### src/rvCore_cfg.svh
`ifndef RVCORE_CFG_SVH
`define RVCORE_CFG_SVH

`define XLEN 32 // data and address width

// depth in 32-bit words, power of two
`define IMEM_WORDS 64
`define DMEM_WORDS 32 // data memory depth

`endif
### src/rvBusPkg.sv
`include "rvCore_cfg.svh"

package rvBusPkg;

	localparam int IMEM_AW = $clog2(`IMEM_WORDS); // load port word address width

	// instruction memory load port, written while the core is in reset
	typedef struct packed {
		logic valid;
		logic [IMEM_AW-1:0] addr; // word address
		logic [31:0] instr;
	} imemLoadT;

	// data memory write, also the store trace at the top
	typedef struct packed {
		logic valid;
		logic [`XLEN-1:0] addr; // byte address
		logic [`XLEN-1:0] data;
	} storeT;

endpackage

### src/instrMem.sv
`include "rvCore_cfg.svh"

module instrMem import rvBusPkg::*; (
	input logic clk,
	input imemLoadT load,
	input logic [`XLEN-1:0] addr, // byte address from pc
	output logic [31:0] instr
);

	logic [31:0] mem [`IMEM_WORDS];
	logic [IMEM_AW-1:0] rdIdx;

	always_ff @(posedge clk) begin
		if (load.valid) begin
			mem[load.addr] <= load.instr;
		end
	end

	// word index, upper bits wrap
	assign rdIdx = addr[2 +: IMEM_AW];
	assign instr = mem[rdIdx];

endmodule

### config.mk
export PLATFORM = sky130hd
export DESIGN_NAME = instrMem
export DESIGN_NICKNAME = d
export VERILOG_FILES = /design/src/rvBusPkg.sv /design/src/instrMem.sv
export VERILOG_INCLUDE_DIRS = /design/src
export SDC_FILE = /design/constraint.sdc
export NUM_CORES = 2
export LEC_CHECK = 0
export ABC_AREA = 1
export BUFFER_PORTS_ARGS = -buffer_cell sky130_fd_sc_hd__buf_2
export CORE_UTILIZATION = 30
export CTS_CLUSTER_SIZE = 16
export DETAILED_ROUTE_END_ITERATION = 10
export PLACE_DENSITY_LB_ADDON = 0.3
export SLEW_MARGIN = 0
export SYNTH_ARGS = -nofsm -noshare
export SYNTH_HDL_FRONTEND = slang
export SYNTH_SLANG_ARGS = --single-unit
### constraint.sdc
create_clock -name clk -period 16.3 [get_ports clk]
set_input_delay 3.26 -clock clk [delete_from_list [all_inputs] [get_ports clk]]
set_output_delay 3.26 -clock clk [all_outputs]
set_load 0.1 [all_outputs]
== After elaboration in Yosys (flattened, before gate mapping) ==
Memories as Yosys holds them, arrays and structs flattened.
Cells that the tools add are included.

* $lt $le $gt $ge: 0
* Div/mod/pow operators: 0
* Add/sub/neg operators: 0
* Eq/ne operators: 0
* Bitwise logic cells: 0
* Shift operators: 0
* Reductions and logical operators: 0
* Multiply operators: 0
* Multiplexer cells: 2

{| class="wikitable"
|+ Operator list
! operator !! number
|-
| 1-bit 2-to-1 mux || 2
|}

* Output and inout bits: 32
* Bits in latches: 0
* Flip-flop bits (word level): 0
* Memories kept: 1
* Memory bits (read-only): 0
* Word-level logic and storage cells: 3
* Bits in writable memories: 2048
* Input port bits: 72

{| class="wikitable"
|+ Memory list
! memory !! depth !! width !! read ports !! clocked after memory_dff !! write ports !! RTL line !! text
|-
| mem || 64 || 32 || 1 || 0 || 1 || instrMem.sv:10 || <nowiki>logic [31:0] mem [`IMEM_WORDS];</nowiki>
|}

== Depth between registers and ports, before layout ==
* Depth in word-level cells: 2
* Gate-level depth with buffers: 13
* Mapped depth without buffers: 9

== Least setup slack after synthesis ==
OpenSTA, ideal clock, no wires.

* Kind: input port to output port
* Start point: input port addr[2]
* End point: output port instr[24]
* Data arrival time: 4942 ps
* Buffers on the path: 4
* Setup slack: 8098 ps
* Stages: 13
* Required time: 13040 ps
* Cell sequence: buf_4 inv_4 buf_8 buf_8 buf_2 nand2_1 nand3_1 nand3_1 nand3_1 nand3_1 nand2_1 nand2_1 nand2_1

* Longest elaborated chain between the ends: 1

{| class="wikitable"
|+ RTL lines
! what !! RTL line !! text
|-
| from (decl) || instrMem.sv:6 || <nowiki>input logic [`XLEN-1:0] addr,</nowiki>
|-
| memory read 64 x 32 bit || -- ||
|-
| to (decl) || instrMem.sv:7 || <nowiki>output logic [31:0] instr</nowiki>
|}

Every way passes these cells.

== Worst setup path after layout ==
* Start point: input port addr[2]
* End point: output port instr[19]

The elaborated chain is that of the path after synthesis.

==> run_results.csv <==
group,metric,value,unit
critical_path,endpoint_kind,"output port",
grt,grt_max_degree,223,
final_layout,final_cell_area,0.0929,sq mm
sta,finalCriticalPeriod,11.43,ns
clocking,cts-root-buf,"clkbuf_16",
critical_path,worst-endpoint-arrival,8.17,ns
sta,relSlewSlack,4.02,%
pwr,vdd_drop_max,0.121,mV
final_layout,seq_area,0.0615,sq mm
detailed_routing,wl_met2,119,mm
final_layout,layout-drive-gt1-share,7.89,%
clocking,clock_sinks,2048,
detailed_routing,wirelength_met1,101,mm
floorplan,ios,104,
detailed_routing,drc,0,
detailed_routing,drtAntennaViolNets,0,
clocking,cts_setup_buffers,0,
sta,hold_violations,0,
floorplan,die_area,0.276,sq mm
placed_design,dpl.cell_count,10100,
final_layout,reg_top3,"mem: 2048 flops",
pwr,power,11.2,mW
run,cap_violations,0,
yosys,synthCells,6737,
final_layout,final_util,34.2,%
yosys,syn_area,0.0821,sq mm
sta,setup_viol,0,
sta,rsz0062_at_grt,"false",
yosys,yosysTopAreaCellShare,74.9,%
placed_design,io_buffers,77,
sta,slew_viol_final,0,
critical_path,critPathKind,"input port to output port",
sta,setup_tns,0,ns
yosys,ys_ff_latch,2048,
clocking,cts_inserted_buffers,199,
grt,first_global_vias,49500,
yosys,yosys-top-cells-area,"edfxtp_1 75%, nand3_1 12%, nand2_1 10%, buf_2 1.7%, buf_4 0.41%",
critical_path,crit_path_max_incr_delay,0.85,ns
yosys,yosysWarnings,0,
detailed_routing,wl_met3,13.4,mm
placed_design,dp_hpwl,119,mm
critical_path,cp-start-kind,"input port",
critical_path,path_cells,"buf_8 > buf_12 > buf_12 > buf_4 > nand2_1 > nand3_1 > nand3_1 > nand3_1 > nand3_1 > nand2_1 > nand2_1 > nand2_1 > buf_2",
sta,fin_crit_sh,70.1,%
clocking,ctsHtreeMaxLevel,4,
final_layout,multi_input_area,0.0188,sq mm
detailed_routing,top_layer,"met5",
detailed_routing,vias,52100,
detailed_routing,viasPerCell,5.00,
grt,grt_usage,17.2,%
sta,max_freq,0.0875,GHz
floorplan,core-area,0.271,sq mm
yosys,synth.distinct_cells,15,
run_status,outcome,"completed",
pwr,p_leak,31.8,nW
sta,tightest_slew,1.44,ns
critical_path,required,13.04,ns
placed_design,pre_cts_ws,5.01,ns
detailed_routing,wire_per_inst,23.1,um
yosys,avgSynthCellArea,12.2,sq um
critical_path,endpoint,"instr[19]",
final_layout,stdcell_count,10400,
detailed_routing,dr.pass1.iters,8,
clocking,clkTransAtPathRegs,0.06,ns
detailed_routing,drt-total-wl,242,mm
critical_path,crit_slowest_cell,"buf_4",
final_layout,area_growth,13.1,%
final_layout,largest_reg_flops,2048,
clocking,cts_tree,"done",
yosys,synth_largest_area_cell,"edfxtp_1",
grt,grt_pass1_wl,349,mm
clocking,cts_hold_buf,0,
yosys,synth_nets,6809,
floorplan,start_util,30.2,%
sta,worst_slack,4.87,ns
hold_path,hp-class,"input port to flop",
final_layout,nets,6770,
placed_design,gp_congestion,0.755,
sta,hold_ws,2.94,ns
yosys,ys_seq_area_share,74.9,%
grt,antenna_found_initial,23,
final_layout,fillCellCount,26400,
grt,gr-total-overflow,0,
pwr,p_per_area,121,mW/mm^2
floorplan,fp.dieH,525,um
placed_design,postPlaceCellArea,0.0864,sq mm
critical_path,startpoint,"addr[2]",
critical_path,path_max_fanout,197,
floorplan,num_rows,191,
floorplan,die_x,525,um
final_layout,regMostFlops,"mem",
detailed_routing,drt_iter0_markers,5041,
clocking,cts_buffer_depth,3,
clocking,post_cts_resized,0,
[placed cells by master, fill, tap and decap left out]
cell type,count
buf_4,121
nand4_1,9
inv_2,1
nand3_1,1907
nand2_1,2248
clkinv_1,48
diode_2,11
nor2_4,56
edfxtp_1,2048
inv_6,4
clkinv_8,5
buf_2,72
bufinv_16,24
clkbuf_1,47
inv_8,2
clkbuf_16,202
buf_6,1
nor4_2,8
buf_8,3
clkinv_16,1
clkinvlp_4,2
inv_16,4
clkinv_2,22
inv_1,6
inv_4,1
buf_12,12
[cell type report]
type / instances / area share [%]
flip-flops and latches: 2048 / 66.2
well taps: 3570 / 4.81
repair buffers: 209 / 1.69
multi-input cells: 4228 / 20.2
clock buffers: 249 / 5.63
diodes: 11 / 0.0296
clock inverters: 108 / 1.32
inverters: 12 / 0.0903
[power by group]
part / switching, mW / leakage (nW) / internal [mW] / total [mW]
Clock: 1.97 / 3.13 / 2.65 / 4.62
Sequential: 0.00739 / 18.4 / 5.83 / 5.84
Combinational: 0.583 / 10.2 / 0.153 / 0.737
Total: 2.56 / 31.8 / 8.63 / 11.2
[logic make-up after synthesis]
kind of cell  count (synthesis)  share of synthesized area, %
simple gates               4228                          22.3
flops                      2048                          74.9
buf+inv                     461                          2.80
[synthesized netlist by cell type, drive strengths merged]
library cell,count
buf,372
clkbuf,77
edfxtp,2048
inv,12
nand2,2248
nand3,1907
nand4,9
nor2,56
nor4,8
[critical path: cells and delay by family]
family | cells | cell delay, ns
buffers and inverters | 5 | 2.91
and+or+nand+nor | 8 | 1.21
[layer usage]
layer	track usage, %	up-vias
met1	22.1	26200
met3	2.34	348
met5	0	-
met2	29.4	1641
li1	-	24000
met4	6.13	4
[worst min path at each step]
| stage | from | endpoint | slack [ns] | cells past startpoint |
|---|---|---|---|---|
| 2_1_floorplan | load[0] | mem[0][0] | 3.36 | 0 |
| 3_3_place_gp | load[32] | mem[50][7] | 3.77 | 2 |
| 3_5_place_dp | load[32] | mem[50][7] | 3.79 | 2 |
| 4_1_cts | load[32] | mem[50][2] | 2.88 | 2 |
| 5_1_grt | load[34] | mem[50][2] | 2.93 | 2 |
| 6_report | load[32] | mem[50][1] | 2.94 | 2 |
Power figures use the tool's default switching activity.
