**config.mk**
```make
export PLATFORM = sky130hd
export DESIGN_NAME = pcUnit
export DESIGN_NICKNAME = d
export VERILOG_FILES = /design/src/pcUnit.sv
export VERILOG_INCLUDE_DIRS = /design/src
export SDC_FILE = /design/constraint.sdc
export NUM_CORES = 1
export LEC_CHECK = 0
export BUFFER_PORTS_ARGS = -buffer_cell sky130_fd_sc_hd__buf_2
export CORE_MARGIN = 2
export CORE_UTILIZATION = 55
export DETAILED_ROUTE_END_ITERATION = 7
export MAX_ROUTING_LAYER = met4
export PLACE_DENSITY = 0.89
export SLEW_MARGIN = 20
export SYNTH_ARGS = -nofsm -noshare
export SYNTH_HDL_FRONTEND = slang
export SYNTH_SLANG_ARGS = --single-unit
```
**constraint.sdc**
```tcl
create_clock -name clk -period 3.67 [get_ports clk]
set_input_delay 0.5505 -clock clk [delete_from_list [all_inputs] [get_ports clk]]
set_output_delay 0.5505 -clock clk [all_outputs]
set_load 0.01 [all_outputs]
```
**src/rvCore_cfg.svh**
```systemverilog
`ifndef RVCORE_CFG_SVH
`define RVCORE_CFG_SVH

`define XLEN 32 // data and address width

// depth in 32-bit words, power of two
`define IMEM_WORDS 64
`define DMEM_WORDS 32 // data memory depth

`endif
```
**src/pcUnit.sv**
```systemverilog
`include "rvCore_cfg.svh"

module pcUnit (
	input logic clk,
	input logic rst,
	input logic takeBranch,
	input logic [`XLEN-1:0] branchOffset, // low zero bit already in place
	output logic [`XLEN-1:0] pc
);

	logic [`XLEN-1:0] pcReg;
	logic [`XLEN-1:0] nextPc;

	always_comb begin
		if (takeBranch) begin
			nextPc = pcReg + branchOffset; // taken branch
		end else begin
			nextPc = pcReg + `XLEN'd4;
		end
	end

	always_ff @(posedge clk) begin
		if (rst) begin
			pcReg <= '0;
		end else begin
			pcReg <= nextPc;
		end
	end

	assign pc = pcReg;

endmodule

```
Word-level counts from Yosys, hierarchy flattened
Index checks and enable logic that the tools add are counted.
{"block": "totals", "inputBits": 35, "wordCells": 4, "register_bits": 32}
{"block": "classes", "add_sub_neg": 2, "n_mux": 1}
{"op": "$add A32 B3 Y32 const B", "n": 1}
{"op": "$add A32 B32 Y32", "n": 1}
{"op": "$mux W32", "n": 1}

Logic depth before layout (Yosys ltp)
Gate-level depths: netlist of the first run.
{"block": "logic_depth", "depth_word": 2, "depth_mapped": 11, "mapped_depth_nobuf": 11}

Worst setup path before layout of the first run
No wires, ideal clock.
{"block": "synth_path", "path_kind": "input -> register", "start": "input port branchOffset[9]", "end": "register pcReg[31] (netlist: pc[31])", "setup_slack_ns": 1.104, "arrival_ns": 2.445, "path_stages": 9, "t_required_ns": 3.549, "setup_ns": 0.121, "path_cell_list": "ha_1 > and3_4 > a41o_1 > nor3_4 > a21oi_2 > a311oi_2 > o2111ai_1 > nor3b_2 > mux2_4"}
{"block": "synth_between", "elab_chain_cells": 2}
{"element": "from (decl)", "line_no": "pcUnit.sv:7", "source": "input logic [`XLEN-1:0] branchOffset,"}
{"element": "$add A32 B32 Y32", "line_no": "pcUnit.sv:16", "source": "nextPc = pcReg + branchOffset;"}
{"element": "$mux W32", "line_no": "pcUnit.sv:15", "source": "if (takeBranch) begin"}
{"element": "to (signal assigned)", "line_no": "pcUnit.sv:26", "source": "pcReg <= nextPc;"}
{"element": "to (decl)", "line_no": "pcUnit.sv:11", "source": "logic [`XLEN-1:0] pcReg;"}
Every way passes these cells.
A chain may end at the register's enable or synchronous reset.

Worst setup path after layout of the first run
{"block": "layout_path", "start": "register pcReg[24] (netlist: pc[24])", "end": "register pcReg[31] (netlist: pc[31])"}
{"block": "layout_between", "elab_chain_cells": 2}
{"element": "$add A32 B3 Y32 / $add A32 B32 Y32 (equally long branches)", "line_no": "pcUnit.sv:18, pcUnit.sv:16"}
{"element": "$mux W32 *", "line_no": "pcUnit.sv:15"}
Every way passes the cells marked *; elsewhere a longest branch is shown, timed or not.

==> qor.yml, run 1 <==
timing:
  max-slew-margin-rel_pct: 53.87
  slew_viol_final: 0
  finalCritPeriodShare_pct: 73.47
  fin_ws_ns: 0.9738
  hold_viol_final: 0
  rsz0062_at_grt: "no"
  fin_setup_tns_ns: 0
  setup_viol: 0
  fin_skew_ns: 0.01076
  tightest_slew_ns: 0.6919
  fmax_ghz: 0.3709
  min_period_ns: 2.696
synthesis:
  yosysSeqAreaShare_pct: 19.19
  yosysMostFrequentCell: "nor2_1"
  yosys.area.top_type: "dfxtp_1"
  synthTopCellsByArea: "dfxtp_1, ha_1, xnor2_1"
  synth_top_flop_cell: "dfxtp_1"
  synth_cell_types: 59
  synth-adder-area-share_pct: 12.59
  synth_seq_cells: 32
  synth.top_cell.area_share_pct: 19.19
  ys_top_cells_by_count: "nor2_1, nand2_1, dfxtp_1, ha_1"
  synth_edf_count: 0
  avgSynthCellArea_um2: 7.621
  async_flop_share_pct: 0
  synth_xor_area_share_pct: 13.12
  synth_mux_area_share_pct: 1.049
  yosys.area_share.simple_pct: 24.33
  syn_inst: 438
  synth-compound-area-share_pct: 26.27
  synth_area_um2: 3338
  yosysWarnings: 0
  synthesis.nets: 506
  synth_top_family_by_area: "compound AO/OA/AOI/OAI gates"
final_layout:
  layout-drive-gt1-share_pct: 18.07
  fillers: 520
  design_area_um2: 3807
  multi_input_area_um2: 2582
  num-nets-final: 565
  diodes: 0
  regArea_um2: 640.6
  finalCoreUtilization_pct: 64.69
  syn2layout_area_growth_pct: 14.06
  largest_register_ff_count: 32
worst_setup_path:
  critPathKind: "reg -> reg"
  cpLargestDelayFamily: "compound AO/OA/AOI/OAI gates"
  start_kind: "flop"
  critPathCaptureType: "flop"
  path_cells: "ha_1 -> a21o_1 -> a21o_1 -> a21oi_1 -> nand2_1 -> a311oi_2 -> o2111ai_1 -> nor3b_2 -> mux2_4"
  critPathMaxStageDelay_ns: 0.54
  path_common_cell: "a21o_1"
  timing.rr.end: "pc[31]"
  crit_required_ns: 3.85
  critPathArrivalTime_ns: 2.88
  reg2reg_depth: 9
  timing.reg2reg.setup_slack_ns: 0.97
  cpMaxStageDelayCell: "dfxtp_1"
  critPathBufInv: 0
  critPathMaxFanout: 8
  crit-reg2reg-launch: "pc[24]"
routing:
  viasPerCell: 6.037
  drc_errors: 0
  wl_per_cell_um: 15.24
  antenna_left: 0
  drtPass1Iterations: 5
  drt_iter0_drc: 284
  num_vias: 3459
  wirelength_um: 8734
clock_network:
  cts_tree: "yes"
  cts_sinks: 32
  cts_hold_buf: 0
  cts_setup_buffers: 0
  ctsResizeCount: 0
  numCtsBuffers: 5
  htree_num_levels: 2
  root_buffer: "clkbuf_8"
  cts_max_path_buffers: 2
  path_clk_slew_ns: 0.08
  worstSkewPairLatency_ns: 0.30
place:
  place_congestion: 1.064
  dp_hpwl_um: 6553
  dp_slack_ns: 0.7528
  io_buffers: 66
  placed_area_um2: 3715
power:
  power_density_nw_per_um2: 383.8
  leakage_nw: 1.744
  p_total_mw: 1.461
  ir_drop_mv: 0.1931
die:
  chipHeight_um: 81.91
  num_rows: 28
  die_area_um2: 6708
  ioPinCount: 67
  die_x_um: 81.91
  start_util_pct: 56.72
  coreArea_um2: 5886
global_route:
  grt_pass1_vias: 3180
  grt_max_degree: 37
  grt_use_total_pct: 27.19
  gr-total-overflow: 0
  grt_pass1_wl_um: 14080
  antenna_found_initial: 0
worst_hold_path:
  min_from: "pc[1]"
  hold_class: "reg -> reg"
  hold_depth: 2
  holdPathEnd: "pc[1]"
job:
  drv_cap: 0
run_status:
  status: "finished, final reports clean"
[through the flow]
step,std cells,hold WS (ns)
after floorplan,438,0.5391
after CTS,573,0.5338
after detailed placement,565,0.5226
after global placement,565,0.5024
after global routing,573,0.5830
final,573,0.5374
[how the worst max path moves through the flow]
| stage | startpoint | slack, ns | cells past startpoint | endpoint |
|---|---|---|---|---|
| after floorplan | branchOffset[9] | 1.10 | 9 | pc[31] |
| after global placement | branchOffset[13] | 0.84 | 10 | pc[28] |
| after detailed placement | branchOffset[0] | 0.75 | 12 | pc[26] |
| after CTS | pc[0] | 1.00 | 11 | pc[26] |
| after global routing | pc[0] | 0.79 | 11 | pc[28] |
| final | pc[24] | 0.97 | 9 | pc[31] |
[cells by family (layout without fill, tap and decap cells)]
family,after synthesis,after routing
adder cells (fa/ha/maj),33,33
flip-flops,32,32
AND/OR/NAND/NOR,160,160
AO/OA/AOI/OAI,130,130
multiplexers,3,3
buffers and inverters,30,90
XOR/XNOR,50,50
[area by class of cell]
cell class                 instances  share of cell area [%]
multi-input combinational        376                   67.83
sequential                        32                   16.83
timing repair buffer              68                   9.070
tap                               75                   2.465
clock buffer                       6                   2.169
inverter                          14                   1.380
clock inverter                     2                  0.2629
[tightest hold or removal path, delay by kind of cell (launching register included)]
kind / cells / cell delay (ns)
AO/OA/AOI/OAI: 1 / 0.05
flip-flops: 1 / 0.34
AND/OR/NAND/NOR: 1 / 0.11
[report_power, final]
part,total [mW],internal [mW],switching [mW]
clock network,0.296,0.150,0.146
registers,0.463,0.395,0.0679
logic,0.703,0.307,0.395
[layer usage]
layer	track usage [%]	routed length [um]	vias to the layer above
li1	-	-	1721
met1	33.62	3937	1606
met2	45.12	4156	112
met3	4.505	486	20
met4	8.667	154	0
met5	-	0	-
[cell usage in the layout (no fill, tap or decap), types with 4 or more instances in the layout]
cell and n:
o22ai_1 4, nand4_1 5, o21ai_1 5, nand2_1 35
o2111ai_1 4, xnor2_1 31, nor3_1 7, o21a_1 4
o21bai_1 4, xor2_1 19, ha_1 32, nor2b_1 6
nand2b_1 4, dfxtp_1 32, nand3_1 19, clkbuf_8 6
a21oi_1 31, nor2_1 55, and3_1 4, o21ai_0 16
buf_2 66, and4_1 5, a21o_1 17, a211oi_1 24
inv_1 14
Power figures use the tool's default switching activity.
==> inputs of run 2 (changes only) <==
==> constraint.sdc (replaced) <==
create_clock -name clk -period 2.8 [get_ports clk]
set_input_delay 0.42 -clock clk [delete_from_list [all_inputs] [get_ports clk]]
set_output_delay 0.42 -clock clk [all_outputs]
set_load 0.01 [all_outputs]
==> run 2 against run 1 <==
Net effect: clock skew is 0.0036 ns lower; sequential power is 29% higher; non-clock buffer count is 8 higher; critical path depth stayed put; utilization is 1.0 points higher; hold slack worse by 0.036 ns; power is 31% higher; combinational power is 38% higher; sequential share of layout area is 0.27 points lower; register-to-register slack worse by 0.80 ns; via count is 3.0% higher; count of clock-buffer cells in the layout stayed put; critical path type unchanged; largest cell class unchanged.
==> qor.yml, run 2 (synthesis results as in run 1) <==
final_layout:
  final_cell_mix: "buf_2, nor2_1, nand2_1"
  diodes: 0
  fillers: 532
  layout-drive-gt1-share_pct: 19.60
  finalCoreUtilization_pct: 65.73
  largest_register_ff_count: 32
  design_area_um2: 3869
  mostFrequentLayoutCell: "buf_2"
  syn2layout_area_growth_pct: 15.89
  num-nets-final: 573
worst_hold_path:
  holdPathEnd: "pc[0]"
  hold_depth: 4
  hold_class: "in -> reg"
  min_from: "branchOffset[0]"
worst_setup_path:
  critPathKind: "reg -> reg"
  crit_required_ns: 2.99
  critPathArrivalTime_ns: 2.82
  crit-reg2reg-launch: "pc[10]"
  timing.reg2reg.setup_slack_ns: 0.18
  timing.rr.end: "pc[27]"
  critPathMaxFanout: 6
  start_kind: "flop"
  critPathCaptureType: "flop"
  reg2reg_depth: 9
die:
  num_rows: 28
  die_x_um: 81.91
  coreArea_um2: 5886
  ioPinCount: 67
  start_util_pct: 56.72
  chipHeight_um: 81.91
  die_area_um2: 6708
timing:
  setup_viol: 0
  min_period_ns: 2.623
  fin_skew_ns: 0.007131
  hold_viol_final: 0
  fin_setup_tns_ns: 0
  fmax_ghz: 0.3812
  slew_viol_final: 0
  tightest_slew_ns: 0.7194
  max-slew-margin-rel_pct: 52.04
  rsz0062_at_grt: "no"
  finalCritPeriodShare_pct: 93.69
global_route:
  grt_most_used_layer: "met2"
  antenna_found_initial: 0
  use_met1_pct: 36.34
  grt_pass1_vias: 3183
  grt_use_total_pct: 28.34
  gr-total-overflow: 0
  grt_max_degree: 37
  met2_usage_pct: 45.85
  use_met3_pct: 4.286
  grt_pass1_wl_um: 14740
clock_network:
  path_clk_slew_ns: 0.07
  numCtsBuffers: 5
  worstSkewPairLatency_ns: 0.29
  cts_max_path_buffers: 2
  cts_sinks: 32
  cts_hold_buf: 0
  root_buffer: "clkbuf_8"
  cts_setup_buffers: 0
  htree_num_levels: 2
  cts_tree: "yes"
power:
  leakage_nw: 1.776
  ir_drop_mv: 0.2386
  power_density_nw_per_um2: 495.5
place:
  io_buffers: 66
  placed_area_um2: 3775
  place_congestion: 1.048
  dp_hpwl_um: 6956
routing:
  drc_errors: 0
  wl_per_cell_um: 15.75
  drtPass1Iterations: 7
  viasPerCell: 6.141
  num_vias: 3562
  antenna_left: 0
  wirelength_um: 9136
  drt_iter0_drc: 400
run_status:
  status: "finished, final reports clean"
job:
  drv_cap: 0
[run 2: changes by cell type in the layout (fill, tap and decap cells not counted), sizes merged]
| cell | delta |
|---|---|
| buf | +8 |
| clkinv | -1 |
[run 2: how the worst max path moves through the flow]
stage | cells after the start | startpoint | endpoint | slack (ns)
after CTS | 11 | pc[0] | pc[28] | 0.10
after global placement | 10 | branchOffset[9] | pc[31] | 0.13
after floorplan | 10 | pc[24] | pc[31] | 0.35
after global routing | 9 | pc[10] | pc[31] | 0.005
after detailed placement | 12 | branchOffset[0] | pc[28] | -0.03
final | 9 | pc[10] | pc[27] | 0.18
[run 2: metrics by stage]
step           instances  setup WS [ns]  hold WS [ns]  power [mW]
2_1_floorplan        438         0.3548        0.5391       1.284
3_3_place_gp         573         0.1299        0.5018       1.518
3_5_place_dp         573       -0.03143        0.5299       1.548
4_1_cts              580         0.1014        0.5092       1.902
5_1_grt              580       0.005318        0.5319       2.047
6_report             580         0.1766        0.5011       1.917
[run 2: power by group]
part | switching, mW | internal [mW]
Combinational | 0.546 | 0.422
Sequential | 0.0799 | 0.518
Clock | 0.182 | 0.169
[run 2: area by class of cell]
type	count	area, um2	share of cell area, %
repair buffers	76	405.4	10.48
flip-flops and latches	32	640.6	16.56
multi-input cells	376	2599	67.17
clock inverters	1	5.005	0.1294
inverters	14	52.55	1.358
clock buffers	6	72.57	1.876
well taps	75	93.84	2.426
[run 2: repair_timing]
action / 4_1_cts / 5_1_grt
endpoints found under the hold margin: 0 / 0
setup endpoints to repair: 0 / 4
resized for setup: 0 / 4
[run 2: worst max-delay path, cell delays in order (launching register included)]
cell and delay [ns]:
dfxtp_1 0.45, ha_1 0.34, and3_4 0.19, a41o_1 0.24, nor3_4 0.19, a21oi_2 0.12
a31oi_1 0.42, o21ai_1 0.18, xnor2_1 0.15, a211oi_1 0.24
[run 2: per-layer routing]
layer  vias up  share of wire (%)
met5         -                  0
li1       1738                  -
met4         0                1.9
met1      1639                 44
met2       160                 47
met3        25                7.0
