`src/rvCore_cfg.svh`:
```
`ifndef RVCORE_CFG_SVH
`define RVCORE_CFG_SVH

`define XLEN 32 // data and address width

// depth in 32-bit words, power of two
`define IMEM_WORDS 64
`define DMEM_WORDS 32 // data memory depth

`endif
```
`src/rvIsaPkg.sv`:
```
`include "rvCore_cfg.svh"

package rvIsaPkg;

	// major opcodes of the supported RV32I subset
	typedef enum logic [6:0] {
		OP = 7'b0110011, // add, sub, xor
		OPIMM = 7'b0010011, // addi
		LOAD = 7'b0000011, // lw
		STORE = 7'b0100011, // sw
		BRANCH = 7'b1100011 // beq, bge
	} opcodeE;

	// function codes
	localparam logic [2:0] F3_ADDSUB = 3'b000; // also addi
	localparam logic [2:0] F3_XOR = 3'b100;
	localparam logic [2:0] F3_WORD = 3'b010; // lw and sw width
	localparam logic [2:0] F3_BEQ = 3'b000;
	localparam logic [2:0] F3_BGE = 3'b101;
	localparam logic [6:0] F7_BASE = 7'b0000000;
	localparam logic [6:0] F7_SUB = 7'b0100000;

	typedef enum logic [2:0] {
		ADD = 3'd0,
		SUB = 3'd1,
		XOR = 3'd2,
		CMPEQ = 3'd3, // branch compare, result is zero
		CMPGE = 3'd4 // signed compare
	} aluOpE;

	// decoded control word, 40 bits
	typedef struct packed {
		logic aluSrcImm; // operand b from immediate
		logic memToReg; // write back the load data
		logic regWrite;
		logic memWrite;
		logic branch;
		aluOpE aluOp;
		logic [`XLEN-1:0] imm; // sign extended
	} ctrlT;

endpackage

```
`src/rvAlu.sv`:
```
`include "rvCore_cfg.svh"

module rvAlu import rvIsaPkg::*; (
	input logic [`XLEN-1:0] a,
	input logic [`XLEN-1:0] b,
	input aluOpE op,
	output logic [`XLEN-1:0] result,
	output logic takeBranch
);

	always_comb begin
		result = '0; // compares leave the result at zero
		takeBranch = 1'b0;
		case (op)
			ADD: result = a + b;
			SUB: result = a - b;
			XOR: result = a ^ b;
			CMPEQ: takeBranch = (a == b); // beq
			CMPGE: takeBranch = ($signed(a) >= $signed(b)); // bge
			default: begin
				result = '0;
				takeBranch = 1'b0;
			end
		endcase
	end

endmodule

```
`config.mk`:
```
export PLATFORM = sky130hd
export DESIGN_NAME = rvAlu
export DESIGN_NICKNAME = d
export VERILOG_FILES = /design/src/rvIsaPkg.sv /design/src/rvAlu.sv
export VERILOG_INCLUDE_DIRS = /design/src
export SDC_FILE = /design/constraint.sdc
export NUM_CORES = 1
export LEC_CHECK = 0
export BUFFER_PORTS_ARGS = -buffer_cell sky130_fd_sc_hd__buf_4
export CELL_PAD_IN_SITES_DETAIL_PLACEMENT = 1
export CELL_PAD_IN_SITES_GLOBAL_PLACEMENT = 2
export CORE_MARGIN = 5
export CORE_UTILIZATION = 30
export DETAILED_ROUTE_END_ITERATION = 10
export PLACE_DENSITY = 0.83
export SYNTH_ARGS = -nofsm -noshare
export SYNTH_HDL_FRONTEND = slang
export SYNTH_SLANG_ARGS = --single-unit
```
`constraint.sdc`:
```
create_clock -name vclk -period 4
set_clock_uncertainty 0.05 [all_clocks]
set_input_delay 0.6 -clock vclk [all_inputs]
set_output_delay 0.6 -clock vclk [all_outputs]
set_load 0.005 [all_outputs]
```
---- Yosys cells after proc, flatten, opt, wreduce, memory -nomap -nowiden ----
Cells that the tools add are included.
word-level totals
  register bits after elaboration ......... 0
  latch bits .............................. 0
  memory bits (writable) .................. 0
  ROM bits ................................ 0
  bits of input ports ..................... 67
  output and inout bits ................... 33
  word-level logic and storage cells ...... 12
  memories ................................ 0
operators by class
  add/subtract/negate cells ............... 2
  multipliers ............................. 0
  div/mod/pow operators ................... 0
  magnitude comparators ................... 1
  equality and inequality tests ........... 5
  shift-type cells ........................ 0
  multiplexer cells ....................... 2
  bitwise gates (word level) .............. 1
  reductions and logical operators ........ 1
operators with widths
  operator            number
  $pmux 32 s3         1
  $add 32x32->32      1
  $eq 32x32->1        1
  $ge 32x32->1        1
  $sub 32x32->32      1
  $xor 32x32->32      1
  $eq 3x2->1 const B  2
  $eq 3x1->1 const B  1
  $eq 3x3->1 const B  1
  $logic_not 3->1     1
  $pmux 1 s2          1

---- Longest topological paths before layout ----
Gate-level depths: netlist of the first run.
  depth in word-level cells ............... 2
  mapped depth ............................ 13

---- Worst setup path before layout of the first run ----
No wires, ideal clock.
  path kind ............................... input to output
  from .................................... input port a[0]
  to ...................................... output port result[30]
  arrival time ............................ 3.062 ns
  slack ................................... 0.288 ns
  stages .................................. 13
  buffers on the path ..................... 0
  path through ............................ inv_1 > ha_1 > fa_1 > nor2b_1 > nor2_1 > o21ai_0 > o22ai_1 > o21bai_1 > o21ai_1 > or3_1 > o21ai_1 > mux2_2 > o21ai_2
on the way
  longest elaborated chain between the ends .. 2
RTL lines
  what                                                     RTL line                  text
  start, declared                                          rvAlu.sv:4                input logic [`XLEN-1:0] a,
  $sub 32x32->32 / $add 32x32->32 (equally long branches)  rvAlu.sv:16, rvAlu.sv:15
  $pmux 32 s3 *                                            rvAlu.sv:14               case (op)
  end, declared                                            rvAlu.sv:7                output logic [`XLEN-1:0] result,
Every way passes the cells marked *; elsewhere a longest branch is shown, timed or not.

---- Worst setup path in the final report of the first run ----
  from .................................... input port b[10]
  to ...................................... output port result[31]
on the way
  longest elaborated chain between the ends .. 2
RTL lines
  what                                                     RTL line                  text
  start, declared                                          rvAlu.sv:5                input logic [`XLEN-1:0] b,
  $sub 32x32->32 / $add 32x32->32 (equally long branches)  rvAlu.sv:16, rvAlu.sv:15
  $pmux 32 s3 *                                            rvAlu.sv:14
Marked as above.

==> results.txt, run 1 <==
Placed cell area - 5600 um2
RSZ-0062 raised after global routing - true
Global route total overflow - 0
Num rows - 43
Routed len/inst - 18.5 um
Hold_buf cts - 0
Layout cells sized above 1 - 34.1%
Relative slew slack - 62.1%
Via-per-instance ratio - 5.71
I/O Buffers - 100
Pre-antenna DRT Iters - 5
Fmax - 253 MHz
Worst setup SP type - input pin
Fill count - 1,780
Count of final max-slew check failures - 0
Global route hottest layer - met2
DP Wirelength - 14.4 mm
Final std cells w/o fill - 1,003
Initial antenna violation count - 0
Worst Hold Class - in -> out
Run status - finished, final reports clean
CP arrival - 3310 ps
Least-Margin Pin Slew - 569 ps
Met3 GRT Util - 1.16%
Layout Nets - 957
Register area share after synthesis - 0%
Most frequent cells in the layout - buf_4 (187), nor2_1 (78), a21oi_1 (76)
# DRC - 0
CLK BUF - 0
Initial core utilization - 30.5%
Pin count of the biggest net entering global routing - 44
ANT cells - 0
Io pins - 100
Synth warn - 0
Routed WL - 18.5 mm
CP max FO - 2
GP Congestion - 0.891
Met2 Track Usage GR - 38.4%
Seq Cell Count - 0
Unique masters post-synth - 75
Fin. Hold Viols - 0
Gate count of the mapped netlist - 673
Dpl cells - 987
Via count - 5,731
GR Util met1 - 27.5%
CORE AREA - 13,800 um2
Global-route wire length before repair - 29.3 mm
Area of the multi-input gates - 4320 um2
Setup crit end kind - primary output
Chip Width - 129 um
Die ar. - 16,500 um2
PwrDens - 161 nW/um2
Final instance area - 6250 um2
Final worst path period share - 99.0%
Initial DRC count - 309
Total GRT Usage - 20.9%
DP Worst Slack - -285 ps
Register area - 0 um2
Setup violators final - 0
CP Data Required Time - 3350 ps
Number of routed nets with antenna violations - 0
Worst Slack Setup Final - 40.6 ps
Syn avg cell area - 6.27 um2
Via count of the first global-routing pass - 6,027
Min Tclk post-route - 3960 ps
Most common cell after layout, fill and taps aside - buf_4
Synthesized cell area - 4220 um2
Peak supply drop - 0.0574 mV
Leak - 0.00278 uW
Post-synthesis net count - 805
Max cap viols - 0
Area growth from synthesis to layout - 48.1%
Die Y - 129 um
Worst Path Class, Setup - in -> out
[critical path, cell delays in order]
cell,delay (ps)
buf_8,80
inv_4,30
ha_4,270
a21oi_4,80
o41ai_4,370
o2111ai_2,180
a21oi_2,210
a21oi_4,60
o31a_1,340
a21oi_2,220
a31oi_1,140
or3_1,410
a31oi_2,170
buf_4,140
[through the flow]
stage | TNS (ps) | util (%) | hold slack (ps) | total power, uW
after floorplan | 0 | - | 1280 | 504
after global placement | -975 | 40.5 | 1550 | 851
after detailed placement | -1950 | 40.5 | 1570 | 874
after CTS | -51.1 | 42.7 | 1570 | 931
after global routing | -402 | 45.2 | 1620 | 1100
final | 0 | 45.2 | 1590 | 1000
[synthesized netlist by cell type (all sizes together), types with 3 or more instances]
| cell | count | area, um2 |
|---|---|---|
| inv | 61 | 229 |
| xnor2 | 8 | 70.1 |
| nor3b | 3 | 22.5 |
| o31a | 4 | 35.0 |
| clkbuf | 32 | 121 |
| a21oi | 88 | 452 |
| nand2b | 8 | 50.1 |
| a2111oi | 4 | 41.3 |
| nor2b | 11 | 68.8 |
| nand3 | 12 | 60.1 |
| or2 | 3 | 18.8 |
| o211ai | 7 | 52.6 |
| o311ai | 3 | 26.3 |
| o21a | 10 | 75.1 |
| a311oi | 3 | 38.8 |
| o21ai | 54 | 278 |
| a31oi | 14 | 87.6 |
| nor4 | 6 | 37.5 |
| ha | 63 | 788 |
| buf | 10 | 46.3 |
| mux2i | 3 | 30.0 |
| and3 | 3 | 18.8 |
| nor3 | 27 | 140 |
| o32a | 3 | 30.0 |
| o41ai | 3 | 45.1 |
| o31ai | 8 | 78.8 |
| o21bai | 13 | 97.6 |
| nand3b | 3 | 26.3 |
| nor2 | 81 | 304 |
| or3 | 9 | 56.3 |
| a211oi | 9 | 67.6 |
| nand4 | 7 | 43.8 |
| a211o | 7 | 61.3 |
| nand2 | 42 | 158 |
| a32oi | 3 | 26.3 |
| a21o | 12 | 90.1 |
[worst paths after layout]
kind,slack [ps],cells past startpoint,to,start
max,40,14,result[31],b[10]
min,1590,4,result[0],b[0]
[timing repair]
| action | 4_1_cts | 5_1_grt |
|---|---|---|
| pin swaps | 27 | 35 |
| setup endpoints to repair | 14 | 17 |
| buffers inserted | 9 | 7 |
| gates resized for setup | 39 | 60 |
[power by group]
part | total, uW | internal [uW] | switching [uW]
clock | 0 | 0 | 0
sequential | 0 | 0 | 0
combinational | 1000 | 457 | 546
[per-layer routing]
layer  part of all wire, %  vias to the layer above
li1                      -                     2759
met1                    44                     2825
met2                    51                      133
met3                   4.1                       14
met4                  0.78                        0
met5                     0                        -
[cell families after synthesis]
group           after synthesis  share of synthesized area [%]
buf+inv                     105                           9.58
compound gates              270                           43.0
xor+xnor                      9                           1.87
fa+ha+maj                    65                           19.6
simple gates                219                           24.6
mux                           5                           1.25
[layout make-up]
cell class | count | share of cell area (%)
tap | 180 | 3.60
multi-input combinational | 568 | 69.1
timing repair buffer | 192 | 23.4
inverter | 63 | 3.82
No activity file was read; power rests on OpenSTA's default activity.
==> run 2: changes to the inputs <==
==> constraint.sdc (replaced) <==
create_clock -name vclk -period 3.9
set_clock_uncertainty 0.05 [all_clocks]
set_input_delay 0.585 -clock vclk [all_inputs]
set_output_delay 0.585 -clock vclk [all_outputs]
set_load 0.005 [all_outputs]
==> run 2 against run 1 <==
Effect of this change: largest power group unchanged; critical endpoint is now result[30]; critical path type unchanged; critical path depth rose by 1; sequential cell count did not move; via count rose by 1.9%; die area did not move; count of clock-buffer cells in the layout did not move; combinational power rose by 7%; worst hold slack got worse by 150 ps; final area rose by 2.6%; sequential share of layout area did not move; non-clock buffer count rose by 19; power rose by 6.3%.
==> results.txt, run 2 (same netlist as run 1, synthesis figures left out) <==
Run status - finished, final reports clean
Most common cell after layout, fill and taps aside - buf_4
Peak supply drop - 0.0675 mV (+18%)
Worst-path cell chain - buf_4 -> inv_2 -> ha_4 -> buf_6 -> nand2_2 -> nor2_4 -> nand2_1 -> or3_1 -> o21bai_4 -> o21ai_2 -> or3_4 -> o21ai_2 -> mux2_2 -> o21ai_2 -> buf_4
Pre-antenna DRT Iters - 5 (unchanged)
Fill count - 1,732 (-2.7%)
# DRC - 0 (unchanged)
ANT cells - 0 (unchanged)
Io pins - 100 (unchanged)
Most frequent cells in the layout - buf_4 (203), nor2_1 (79), a21oi_1 (74)
Worst Slack Setup Final - 8.81 ps (-31.8 ps)
Area growth from synthesis to layout - 52.0%
Chip Width - 129 um (unchanged)
Global-route wire length before repair - 30.3 mm (+3.4%)
RSZ-0062 raised after global routing - true
Num rows - 43 (unchanged)
Placed cell area - 5690 um2 (+1.7%)
Die ar. - 16,500 um2 (unchanged)
Count of final max-slew check failures - 0 (unchanged)
Min Tclk post-route - 3890 ps
Die Y - 129 um (unchanged)
Most frequent CP cell - o21ai_2
Via-per-instance ratio - 5.72 (about the same)
Pin count of the biggest net entering global routing - 53 (+20%)
Hold depth - 3 (-1)
CP max FO - 6 (+4)
Worst Path Class, Setup - in -> out
PwrDens - 166 nW/um2 (+3.6%)
Worst setup SP type - input pin
Fmax - 257 MHz
Layout Nets - 976 (+2.0%)
Relative slew slack - 59.0% (-3.0 points)
CORE AREA - 13,800 um2 (unchanged)
Final worst path period share - 99.8%
Worst Hold Class - in -> out
Seq Cell Count - 0 (unchanged)
Leak - 0.00287 uW (+3.4%)
CLK BUF - 0 (unchanged)
Slowest CP cell - or3_1
Routed len/inst - 19.1 um (+3.2%)
Least-Margin Pin Slew - 605 ps (+36.2 ps)
Final instance area - 6410 um2 (+2.6%)
Via count of the first global-routing pass - 6,235 (+3.5%)
Number of routed nets with antenna violations - 0 (unchanged)
Initial core utilization - 30.5% (unchanged)
Worst path max stage delay - 420 ps (about the same)
Max cap viols - 0 (unchanged)
CP arrival - 3260 ps (-50 ps)
I/O Buffers - 100 (unchanged)
DP Worst Slack - -302 ps (-16.8 ps)
Initial DRC count - 371 (+20%)
Global route total overflow - 0 (unchanged)
Total GRT Usage - 21.9% (+1.0 points)
Register area - 0 um2 (unchanged)
DP Wirelength - 14.9 mm (+3.8%)
Via count - 5,841 (+1.9%)
Fin. Hold Viols - 0 (unchanged)
Routed WL - 19.5 mm (+5.1%)
Layout cells sized above 1 - 36.1% (+2.0 points)
Initial antenna violation count - 0 (unchanged)
CP Data Required Time - 3260 ps (-90 ps)
GP Congestion - 0.951 (+6.7%)
Hold_buf cts - 0 (unchanged)
Setup violators final - 0 (unchanged)
Setup crit end kind - primary output
run 2: timing repair:
| item | in CTS | in global routing |
|---|---|---|
| resized for setup | 60 | 50 |
| gates cloned | 0 | 0 |
| setup endpoints to repair | 16 | 16 |
| endpoints found under the hold margin | 0 | 0 |
| pin swaps | 31 | 44 |
| buffers inserted | 10 | 12 |
run 2: where the power goes:
part	internal (uW)	switching (uW)	total [uW]	leakage, uW
logic	492	574	1070	0.00287
clock network	0	0	0	0
registers	0	0	0	0
run 2: area by class of cell:
cell class / count / area, um2 / share of cell area [%]
Inverter: 63 / 244 / 3.81
Multi-Input combinational cell: 568 / 4320 / 67.3
Tap cell: 180 / 225 / 3.51
Timing Repair Buffer: 211 / 1630 / 25.4
run 2: critical path: cells and delay by family:
| family | cells | cell delay, ps |
|---|---|---|
| AOI/OAI and AO/OA | 4 | 570 |
| adders and majority gates | 1 | 280 |
| buffers and inverters | 4 | 380 |
| muxes | 1 | 350 |
| and+or+nand+nor | 5 | 1090 |
run 2: per-layer routing:
| metal | vias to the layer above | part of all wire [%] | track usage [%] |
|---|---|---|---|
| met2 | 161 | 50 | 41.0 |
| li1 | 2804 | - | - |
| met1 | 2840 | 43 | 27.3 |
| met4 | 0 | 2.1 | 4.88 |
| met5 | - | 0 | 0 |
| met3 | 36 | 4.2 | 1.62 |
run 2: per-stage QoR:
| step | utilization (%) | TNS (ps) | power, uW | hold slack [ps] | cells |
|---|---|---|---|---|---|
| 3_3_place_gp | 41.2 | -1810 | 890 | 1460 | 1000 |
| 6_report | 46.4 | 0 | 1070 | 1440 | 1022 |
| 2_1_floorplan | - | 0 | 517 | 1250 | 673 |
| 4_1_cts | 44.2 | 0 | 995 | 1450 | 1010 |
| 5_1_grt | 46.4 | -541 | 1150 | 1450 | 1022 |
| 3_5_place_dp | 41.2 | -2590 | 917 | 1450 | 1000 |
run 2: path summary, 6_finish.rpt:
| path | slack [ps] | from | endpoint |
|---|---|---|---|
| max | 9 | b[9] | result[30] |
| min | 1440 | op[2] | result[31] |
