--- src/rvCore_cfg.svh ---
`ifndef RVCORE_CFG_SVH
`define RVCORE_CFG_SVH

`define XLEN 32 // data and address width

// depth in 32-bit words, power of two
`define IMEM_WORDS 64
`define DMEM_WORDS 32 // data memory depth

`endif
--- src/rvBusPkg.sv ---
`include "rvCore_cfg.svh"

package rvBusPkg;

	localparam int IMEM_AW = $clog2(`IMEM_WORDS); // load port word address width

	// instruction memory load port, written while the core is in reset
	typedef struct packed {
		logic valid;
		logic [IMEM_AW-1:0] addr; // word address
		logic [31:0] instr;
	} imemLoadT;

	// data memory write, also the store trace at the top
	typedef struct packed {
		logic valid;
		logic [`XLEN-1:0] addr; // byte address
		logic [`XLEN-1:0] data;
	} storeT;

endpackage

--- src/dataMem.sv ---
`include "rvCore_cfg.svh"

module dataMem import rvBusPkg::*; (
	input logic clk,
	input logic rst,
	input storeT wr,
	input logic [`XLEN-1:0] raddr,
	output logic [`XLEN-1:0] rdata
);

	localparam int DMEM_AW = $clog2(`DMEM_WORDS);

	logic [`XLEN-1:0] mem [`DMEM_WORDS];
	logic [DMEM_AW-1:0] wrIdx;
	logic [DMEM_AW-1:0] rdIdx;

	// drop the byte offset, higher bits wrap
	assign wrIdx = wr.addr[2 +: DMEM_AW];
	assign rdIdx = raddr[2 +: DMEM_AW];

	always_ff @(posedge clk) begin
		if (wr.valid && !rst) begin
			mem[wrIdx] <= wr.data;
		end
	end

	assign rdata = mem[rdIdx]; // lw data, same cycle

endmodule

--- config.mk ---
export PLATFORM = sky130hd
export DESIGN_NAME = dataMem
export DESIGN_NICKNAME = d
export VERILOG_FILES = /design/src/rvBusPkg.sv /design/src/dataMem.sv
export VERILOG_INCLUDE_DIRS = /design/src
export SDC_FILE = /design/constraint.sdc
export NUM_CORES = 1
export LEC_CHECK = 0
export BUFFER_PORTS_ARGS = -buffer_cell sky130_fd_sc_hd__buf_2
export CORE_MARGIN = 8
export CORE_UTILIZATION = 62
export DETAILED_ROUTE_END_ITERATION = 10
export HOLD_SLACK_MARGIN = 0.1
export PLACE_DENSITY_LB_ADDON = 0.1
export SKIP_CTS_REPAIR_TIMING = 1
export SLEW_MARGIN = 10
export SYNTH_ARGS = -nofsm -noshare
export SYNTH_HDL_FRONTEND = slang
export SYNTH_SLANG_ARGS = --single-unit
export TNS_END_PERCENT = 50
--- constraint.sdc ---
create_clock -name clk -period 3.3 [get_ports clk]
set_input_delay 0.495 -clock clk [delete_from_list [all_inputs] [get_ports clk]]
set_output_delay 0.495 -clock clk [all_outputs]
set_load 0.02 [all_outputs]
Yosys cells after proc, flatten, opt, wreduce, memory -nomap -nowiden:

Memories as Yosys holds them, arrays and structs flattened.
Cells that the tools add are included.

* register bits after elaboration: 0
* latch bits: 0
* bits in writable memories: 1024
* bits in read-only memories: 0
* input port bits: 99
* output and inout bits: 32
* word-level logic and storage cells: 5
* memories kept: 1

Memories
* mem: depth 32, bits a word 32, read ports 1, clocked after memory_dff 0, write ports 1, RTL line dataMem.sv:13 `` logic [`XLEN-1:0] mem [`DMEM_WORDS]; ``

* $add $sub $neg: 0
* $mul: 0
* div/mod/pow operators: 0
* $lt $le $gt $ge: 0
* equal/unequal tests: 0
* shifts and indexed selects: 0
* mux-type cells: 2
* bitwise gates (word level): 0
* reductions and logical operators: 2

Operator list (number)
* two-way mux 1 bit: 2
* logical AND 1 bit: 1
* logical NOT 1 bit: 1

Depth between registers and ports, before layout:

Gate-level depths: netlist of the first run.

* word-level depth: 4
* depth in mapped cells: 8
* depth with buffers taken out: 5

Worst setup path after synthesis of the first run:

OpenSTA, ideal clock, no wires.

* path kind: input -> register
* start point: input port rst
* end point: memory mem[26][0] (netlist name), enable pin
* setup time: 421 ps
* arrival: 2632 ps
* setup slack: 247 ps
* stages on the path: 4
* buffers on the path: 1
* cell sequence: nand2b_1 -> or3b_2 -> clkbuf_1 -> nor2_1

* longest elaborated chain between the ends: 4

RTL lines
* start: declaration: RTL line dataMem.sv:5 `input logic rst,`
* logical NOT 1 bit: RTL line dataMem.sv:22 `if (wr.valid && !rst) begin`
* logical AND 1 bit: RTL line dataMem.sv:22
* two-way mux 1 bit: RTL line dataMem.sv:22
* two-way mux 1 bit (not written as such): RTL line dataMem.sv:23 `mem[wrIdx] <= wr.data;`
* end: declaration: RTL line dataMem.sv:13

Every way passes these cells.

Worst setup path in the final report of the first run:

* start point: input port raddr[6]
* end point: output port rdata[28]

* longest elaborated chain between the ends: 1

RTL lines
* start: declaration: RTL line dataMem.sv:7 `` input logic [`XLEN-1:0] raddr, ``
* memory read (32 x 32 bit)
* end: declaration: RTL line dataMem.sv:8 `` output logic [`XLEN-1:0] rdata ``

Every way passes these cells.

==> metrics.yaml, run 1 <==
outcome: "finished clean"
synth_flop_cell: "edfxtp_1"
top_register: "mem"
powerDensity_nw_per_um2: 588
setup_tns_ns: 0
die_area_sq_um: 72700
rsz0062_at_grt: "no"
crit_path_frequent_cell: "buf_2"
clkPwrFrac_pct: 40.6
max_clock_freq_mhz: 347
reg_top3: "mem x1024"
min_from: "wr[29]"
end_kind: "primary output"
track_usage_pct: 25.8
min_period_over_period_pct: 87.3
synthTopCellsByCount: "edfxtp_1 (1024), mux2i_1 (512), nand2_1 (99)"
dpl.hpwl_mm: 51.1
yosysTopAreaCell: "edfxtp_1"
grt_max_degree: 57
multi_input_area_sq_um: 8620
worstHoldPathType: "primary input to register"
yosys_warnings: 0
postRouteAntennaNets: 0
combPwrFrac_pct: 5.3
cap_violations: 0
grt_pass1_wl_mm: 138
path_clk_slew_ns: 0.06
grt.overflow.total: 0
ios: 131
startpoint_type: "primary input"
vias: 21300
drt-met1-wl_mm: 39.1
htree_levels: 3
slew_headroom_pct: 41.4
setup_viol: 0
yosysMostFrequentCell: "edfxtp_1"
synth_top_area_share_pct: 77.2
slew_viol_final: 0
worstPathArrival_ns: 2.38
path_cells: "buf_2 -> or2_2 -> buf_4 -> nor3_1 -> a31oi_1 -> nand3_1 -> buf_2"
fin_crit_ns: 2.88
core_sq_um: 64000
async_flop_share_pct: 0
numCtsBuffers: 98
wl_met2_mm: 46.8
yosys-top-cells-area: "edfxtp_1 (77%), mux2i_1 (13%), a22oi_1 (1.8%), a22o_1 (1.4%), nand3_1 (1.2%)"
final_layout_size_suffix_gt1_share_pct: 14.9
p_int_w: 0.0211
postRouteWirelength_mm: 95.4
clock_sinks: 1024
synth_seq_cells: 1024
final_core_util_pct: 70.8
worstSetupPathType: "primary input to primary output"
final-seq-area_sq_um: 30700
synthDistinctLibCells: 24
die_h_um: 270
worstMarginPinSlew_ns: 0.879
die_x_um: 270
routed.top_layer: "met5"
synth_area_sq_um: 39900
ir_worst_vdd_uv: 448
cpMaxStageDelayCell: "or2_2"
drt-pass1-iter-count: 5
ys_seq_area_share_pct: 77.2
drc: 0
rows: 93
worstHoldPathCells: 1
netSwitchingFraction_pct: 20.9
setup_ws_ns: 0.420
grt_antenna_before_repair: 8
synth_fp_nets: 2330
port_buffers: 76
start_util_pct: 62.3
root_buffer: "clkbuf_16"
clockBufferDepth: 3
largest_reg_flops: 1024
leakagePower_nw: 15.9
dpl_worst_slack_ns: 0.446
whs_endpoint: "mem[25][29]"
nets: 2492
finalWeightedCongestion: 0.788
cts_tree: "done"
worstPathRequired_ns: 2.80
fill_cells: 3974
area.growth.synth_to_final_pct: 13.7
final_hold_viol_count: 0
avgViaCountPerCell: 6.41
avgSynthCellArea_sq_um: 17.9
synth_cells: 2231
wl_met3_mm: 7.26
synth-edff-count: 1024
p_sw_w: 0.00557
crit_fanout: 19
drt_iter0_markers: 2389
wl_per_cell_um: 28.7
first_global_vias: 21100
power_frac_seq_pct: 54.1
max_stage_delay_ns: 0.67
==> worst max path at each step <==
stage / start / end / slack (ns) / cells past startpoint
2_1_floorplan: rst / mem[26][0] / 0.25 / 4
4_1_cts: raddr[6] / rdata[30] / 0.44 / 7
6_report: raddr[6] / rdata[28] / 0.42 / 7
3_3_place_gp: raddr[6] / rdata[28] / 0.43 / 7
3_5_place_dp: raddr[6] / rdata[28] / 0.45 / 7
5_1_grt: raddr[2] / rdata[6] / 0.35 / 9
==> per-stage QoR <==
| step | total power, W | hold WS [ns] | cell area, sq um | instances |
|---|---|---|---|---|
| floorplan | 0.0155 | 0.594 | 39900 | 2231 |
| global placement | 0.0161 | 0.965 | 42200 | 3148 |
| detailed placement | 0.0161 | 0.988 | 42200 | 3148 |
| CTS | 0.0268 | 0.288 | 45300 | 3327 |
| global route | 0.0274 | 0.332 | 45300 | 3327 |
| finish | 0.0267 | 0.333 | 45300 | 3330 |
==> worst max-delay path: cells and delay by family <==
family                 cells  cell delay, ns
AOI/OAI and AO/OA          1            0.26
and+or+nand+nor            3            0.92
buffers and inverters      3            0.70
==> power groups by stage <==
stage	combinational [W]	sequential (W)	clock, W
after global routing	0.00151	0.0144	0.0115
after detailed placement	0.00142	0.0147	0
after CTS	0.00143	0.0144	0.0109
final	0.00143	0.0144	0.0108
after floorplan	0.000810	0.0147	0
after global placement	0.00139	0.0147	0
==> cell families (layout without fill, tap and decap cells) <==
| logic type | Yosys count | count (layout) | share of synthesized area, % |
|---|---|---|---|
| AOI/OAI and AO/OA | 288 | 288 | 4.92 |
| other | 0 | 3 | 0 |
| DFF | 1024 | 1024 | 77.2 |
| muxes | 512 | 512 | 12.9 |
| buffers and inverters | 128 | 369 | 1.90 |
| and+or+nand+nor | 279 | 279 | 3.17 |
==> layer usage <==
layer / up-vias / GRT usage, %
met2: 870 / 42.6
met3: 144 / 3.82
met1: 11100 / 35.8
met4: 4 / 7.42
li1: 9237 / -
met5: - / 0
==> area by class of cell <==
type                    instances  share of cell area [%]
clock buffers                 122                    5.66
multi-input cells            1079                    19.0
clock inverters                57                    1.16
diodes                          3                  0.0166
flip-flops and latches       1024                    67.8
repair buffers                190                    3.94
well taps                     855                    2.36
==> placed cells by master, fill, tap and decap left out <==
cell type	instances
edfxtp_1	1024
mux2i_1	512
clkbuf_16	99
nand2_1	98
nand3_1	97
a22oi_1	96
a21oi_1	96
buf_2	75
buf_4	71
a22o_1	64
buf_12	43
nor2_4	33
nor3_1	32
a31oi_1	32
clkbuf_1	23
clkinv_2	20
clkinv_1	20
bufinv_16	9
inv_6	4
diode_2	3
or3b_2	3
nand3b_1	3
or3_1	2
nor2_1	2
nor2b_4	2
nand2b_2	2
clkinvlp_4	2
clkinv_8	2
nand4b_1	1
nand2b_1	1
and2_4	1
or2_2	1
nand2_2	1
buf_8	1
No activity file was read; power rests on OpenSTA's default activity.
==> run 2: changes to the inputs <==
- CORE_ASPECT_RATIO: unset -> 1.1
==> run 2 against run 1 <==
Clock-buffer cell count down 3; worst hold slack worse by 0.00052 ns; clock power about the same; sequential power about the same; global-route usage up 0.096 points; worst setup slack worse by 0.0084 ns; combinational power about the same; sequential share of layout area down 0.11 points; critical endpoint is now rdata[11]; largest cell class unchanged.
==> metrics.yaml, run 2 (synthesis gave the netlist of run 1 again) <==
outcome: "finished clean"
worstSetupPathType: "primary input to primary output"
setup_tns_ns: 0
slew_viol_final: 0
final_cells: 3310
track_usage_pct: 25.8
clock_sinks: 1024
dpl_cell_area_sq_um: 42200
wl_per_cell_um: 28.6
grt.overflow.total: 0
final_core_util_pct: 71.4
antenna_cells: 0
crit_fanout: 29
drt-pass1-iter-count: 5
startpoint_type: "primary input"
fill_cells: 3923
reg_top3: "mem x1024"
top_register: "mem"
final-seq-area_sq_um: 30700
root_buffer: "clkbuf_16"
die_x_um: 258
die_area_sq_um: 72700
path_clk_slew_ns: 0.06
final_hold_viol_count: 0
first_global_vias: 21300
final_cell_mix: "edfxtp_1 (1024), mux2i_1 (512), clkbuf_16 (99), nand2_1 (98), nand3_1 (97)"
grt_max_degree: 64
nets: 2491
end_kind: "primary output"
final_layout_size_suffix_gt1_share_pct: 14.9
layout_commonest_cell: "edfxtp_1"
fin_crit_ns: 2.89
largest_reg_flops: 1024
htree_levels: 3
rsz0062_at_grt: "no"
worstHoldPathType: "primary input to register"
multi_input_area_sq_um: 8620
postRouteAntennaNets: 0
dpl.hpwl_mm: 50.5
cts_tree: "done"
min_period_over_period_pct: 87.5
rows: 97
worstMarginPinSlew_ns: 0.853
vias: 21100
grt_pass1_wl_mm: 138
finish.instance_area_sq_um: 45400
core_sq_um: 63600
leakagePower_nw: 15.9
finalWeightedCongestion: 0.759
ios: 131
ir_worst_vdd_uv: 411
drt_iter0_markers: 1871
worstPathArrival_ns: 2.39
powerDensity_nw_per_um2: 594
drc: 0
worstPathRequired_ns: 2.80
clockBufferDepth: 3
start_util_pct: 62.7
avgViaCountPerCell: 6.38
max_clock_freq_mhz: 346
port_buffers: 76
slew_headroom_pct: 43.1
cap_violations: 0
setup_viol: 0
area.growth.synth_to_final_pct: 13.9
numCtsBuffers: 96
postRouteWirelength_mm: 94.6
die_h_um: 282
dp.cells: 3135
grt_antenna_before_repair: 3
-- run 2: cell types whose count changed in the layout (fill, tap and decap cells not counted) --
cell,previous run,this run
clkinv_2,20,13
bufinv_16,9,14
clkinvlp_4,2,6
clkbuf_1,23,20
diode_2,3,0
clkinv_8,2,0
buf_4,71,72
inv_6,4,3
-- run 2: final timing paths --
kind / startpoint / endpoint / slack, ns / cells past startpoint
worst min-delay path: wr[19] / mem[29][19] / 0.33 / 1
worst max-delay path: raddr[2] / rdata[11] / 0.41 / 7
-- run 2: worst max-delay path, cell delays in order --
cell	delay (ns)
buf_8	0.24
buf_4	0.51
mux2i_1	0.26
a22oi_1	0.10
a31oi_1	0.21
nand3_1	0.29
buf_2	0.27
-- run 2: power by group --
group	internal (W)	total (W)	switching, W
sequential	0.0144	0.0144	0.0000206
clock	0.00657	0.0111	0.00457
combinational	0.000489	0.00143	0.000938
total	0.0215	0.0270	0.00552
-- run 2: metal layers --
metal | track usage, % | routed length, um
met2 | 43.5 | 47100
met4 | 9.33 | 2970
met5 | 0 | 43
met1 | 34.4 | 38200
met3 | 4.10 | 6280
-- run 2: final cells by class --
cell class | count | area share [%]
multi-input combinational | 1079 | 19.0
clock inverter | 56 | 1.39
clock buffer | 119 | 5.62
sequential | 1024 | 67.7
tap | 841 | 2.32
timing repair buffer | 191 | 3.95
-- run 2: stage by stage --
step	hold WS, ns	power [W]	worst slack (ns)
after global placement	0.970	0.0161	0.435
after global routing	0.331	0.0277	0.307
after floorplan	0.594	0.0155	0.247
after CTS	0.306	0.0271	0.411
after detailed placement	0.996	0.0161	0.432
final	0.332	0.0270	0.412
==> run 3: changes to the inputs <==
- MAX_ROUTING_LAYER: unset -> met4
==> run 3 against run 2 <==
Maximum frequency up 0.54%; sequential cell count unchanged; sequential share of layout area about the same; first-iteration DRC count down 0.16%; critical path type unchanged; non-clock buffer count unchanged.
==> metrics.yaml, run 3 (synthesis gave the netlist of run 1 again) <==
cpMaxStageDelayCell: "buf_4"
grt_antenna_before_repair: 3
path_cells: "buf_8 -> buf_4 -> mux2i_1 -> a22oi_1 -> a31oi_1 -> nand3_1 -> buf_2"
grt.overflow.total: 0
worstPathArrival_ns: 2.38
dpl.hpwl_mm: 50.5
worstPathRequired_ns: 2.80
dp.cells: 3135
die_h_um: 282
grt-busiest-layer: "met2"
final_hold_viol_count: 0
startpoint_type: "primary input"
drt-pass1-iter-count: 5
end_kind: "primary output"
fill_cells: 3925
drt_iter0_markers: 1868
setup_ws_ns: 0.427
first_global_vias: 21200
drc: 0
min_period_over_period_pct: 87.1
max_stage_delay_ns: 0.51
leakagePower_nw: 15.9
top_register: "mem"
clockBufferDepth: 3
powerDensity_nw_per_um2: 594
max_clock_freq_mhz: 348
postRouteWirelength_mm: 94.7
cap_violations: 0
die_x_um: 258
grt_use_met2_pct: 43.5
rsz0062_at_grt: "no"
final_cell_mix: "edfxtp_1 (1024), mux2i_1 (512), clkbuf_16 (99), nand2_1 (98), nand3_1 (97)"
crit_fanout: 29
worstMarginPinSlew_ns: 0.861
vias: 21200
ir_worst_vdd_uv: 412
outcome: "finished clean"
worstHoldPathType: "primary input to register"
grt_util_met1_pct: 34.4
numCtsBuffers: 96
start_util_pct: 62.7
htree_levels: 3
postRouteAntennaNets: 0
dpl_worst_slack_ns: 0.432
groute.layer.met3.usage_pct: 4.05
slew_headroom_pct: 42.6
clock_sinks: 1024
grt_pass1_wl_mm: 138
setup_tns_ns: 0
layout_commonest_cell: "edfxtp_1"
path_clk_slew_ns: 0.06
setup_viol: 0
port_buffers: 76
root_buffer: "clkbuf_16"
wl_per_cell_um: 28.6
area.growth.synth_to_final_pct: 13.9
rows: 97
final_layout_size_suffix_gt1_share_pct: 14.9
worstSetupPathType: "primary input to primary output"
largest_reg_flops: 1024
ios: 131
cts_tree: "done"
finalWeightedCongestion: 0.769
cpLargestDelayFamily: "buffers and inverters"
slew_viol_final: 0
final_cells: 3313
grt_max_degree: 64
worst-path-buf-inv: 3
avgViaCountPerCell: 6.39
core_sq_um: 63600
die_area_sq_um: 72700
track_usage_pct: 26.6
fin_crit_ns: 2.87
reg_top3: "mem x1024"
nets: 2491
-- run 3: cell count changes in the layout (fill, tap and decap cells not counted), sizes merged --
cell / previous run / this run
diode: 0 / 3
-- run 3: worst paths after layout --
| kind | startpoint | to | slack (ns) | cells past startpoint |
|---|---|---|---|---|
| worst max-delay path | raddr[2] | rdata[11] | 0.43 | 7 |
| worst min-delay path | wr[19] | mem[29][19] | 0.33 | 1 |
-- run 3: metal layers --
metal	vias up	wire (um)
met5	-	0
met4	0	2880
met3	184	6360
met2	858	47300
met1	10900	38200
li1	9217	-
-- run 3: cell type report --
cell class	count	area [sq um]	area share, %
multi-input combinational	1079	8620	19.0
clock inverter	56	632	1.39
timing repair buffer	191	1790	3.95
tap	841	1050	2.32
sequential	1024	30700	67.7
clock buffer	119	2550	5.62
antenna	3	7.51	0.0165
-- run 3: metrics by stage --
stage	area, sq um	hold WS, ns	total power, W	util (%)
final	45400	0.332	0.0270	71.4
after floorplan	39900	0.594	0.0155	-
after global routing	45400	0.331	0.0277	71.4
after global placement	42200	0.970	0.0161	66.4
after CTS	45400	0.306	0.0271	71.4
after detailed placement	42200	0.996	0.0161	66.4
-- run 3: power breakdown --
part           internal, W  switching (W)  total, W
logic             0.000489       0.000939   0.00143
clock network      0.00657        0.00457    0.0111
registers           0.0144      0.0000206    0.0144
total               0.0215        0.00553    0.0270
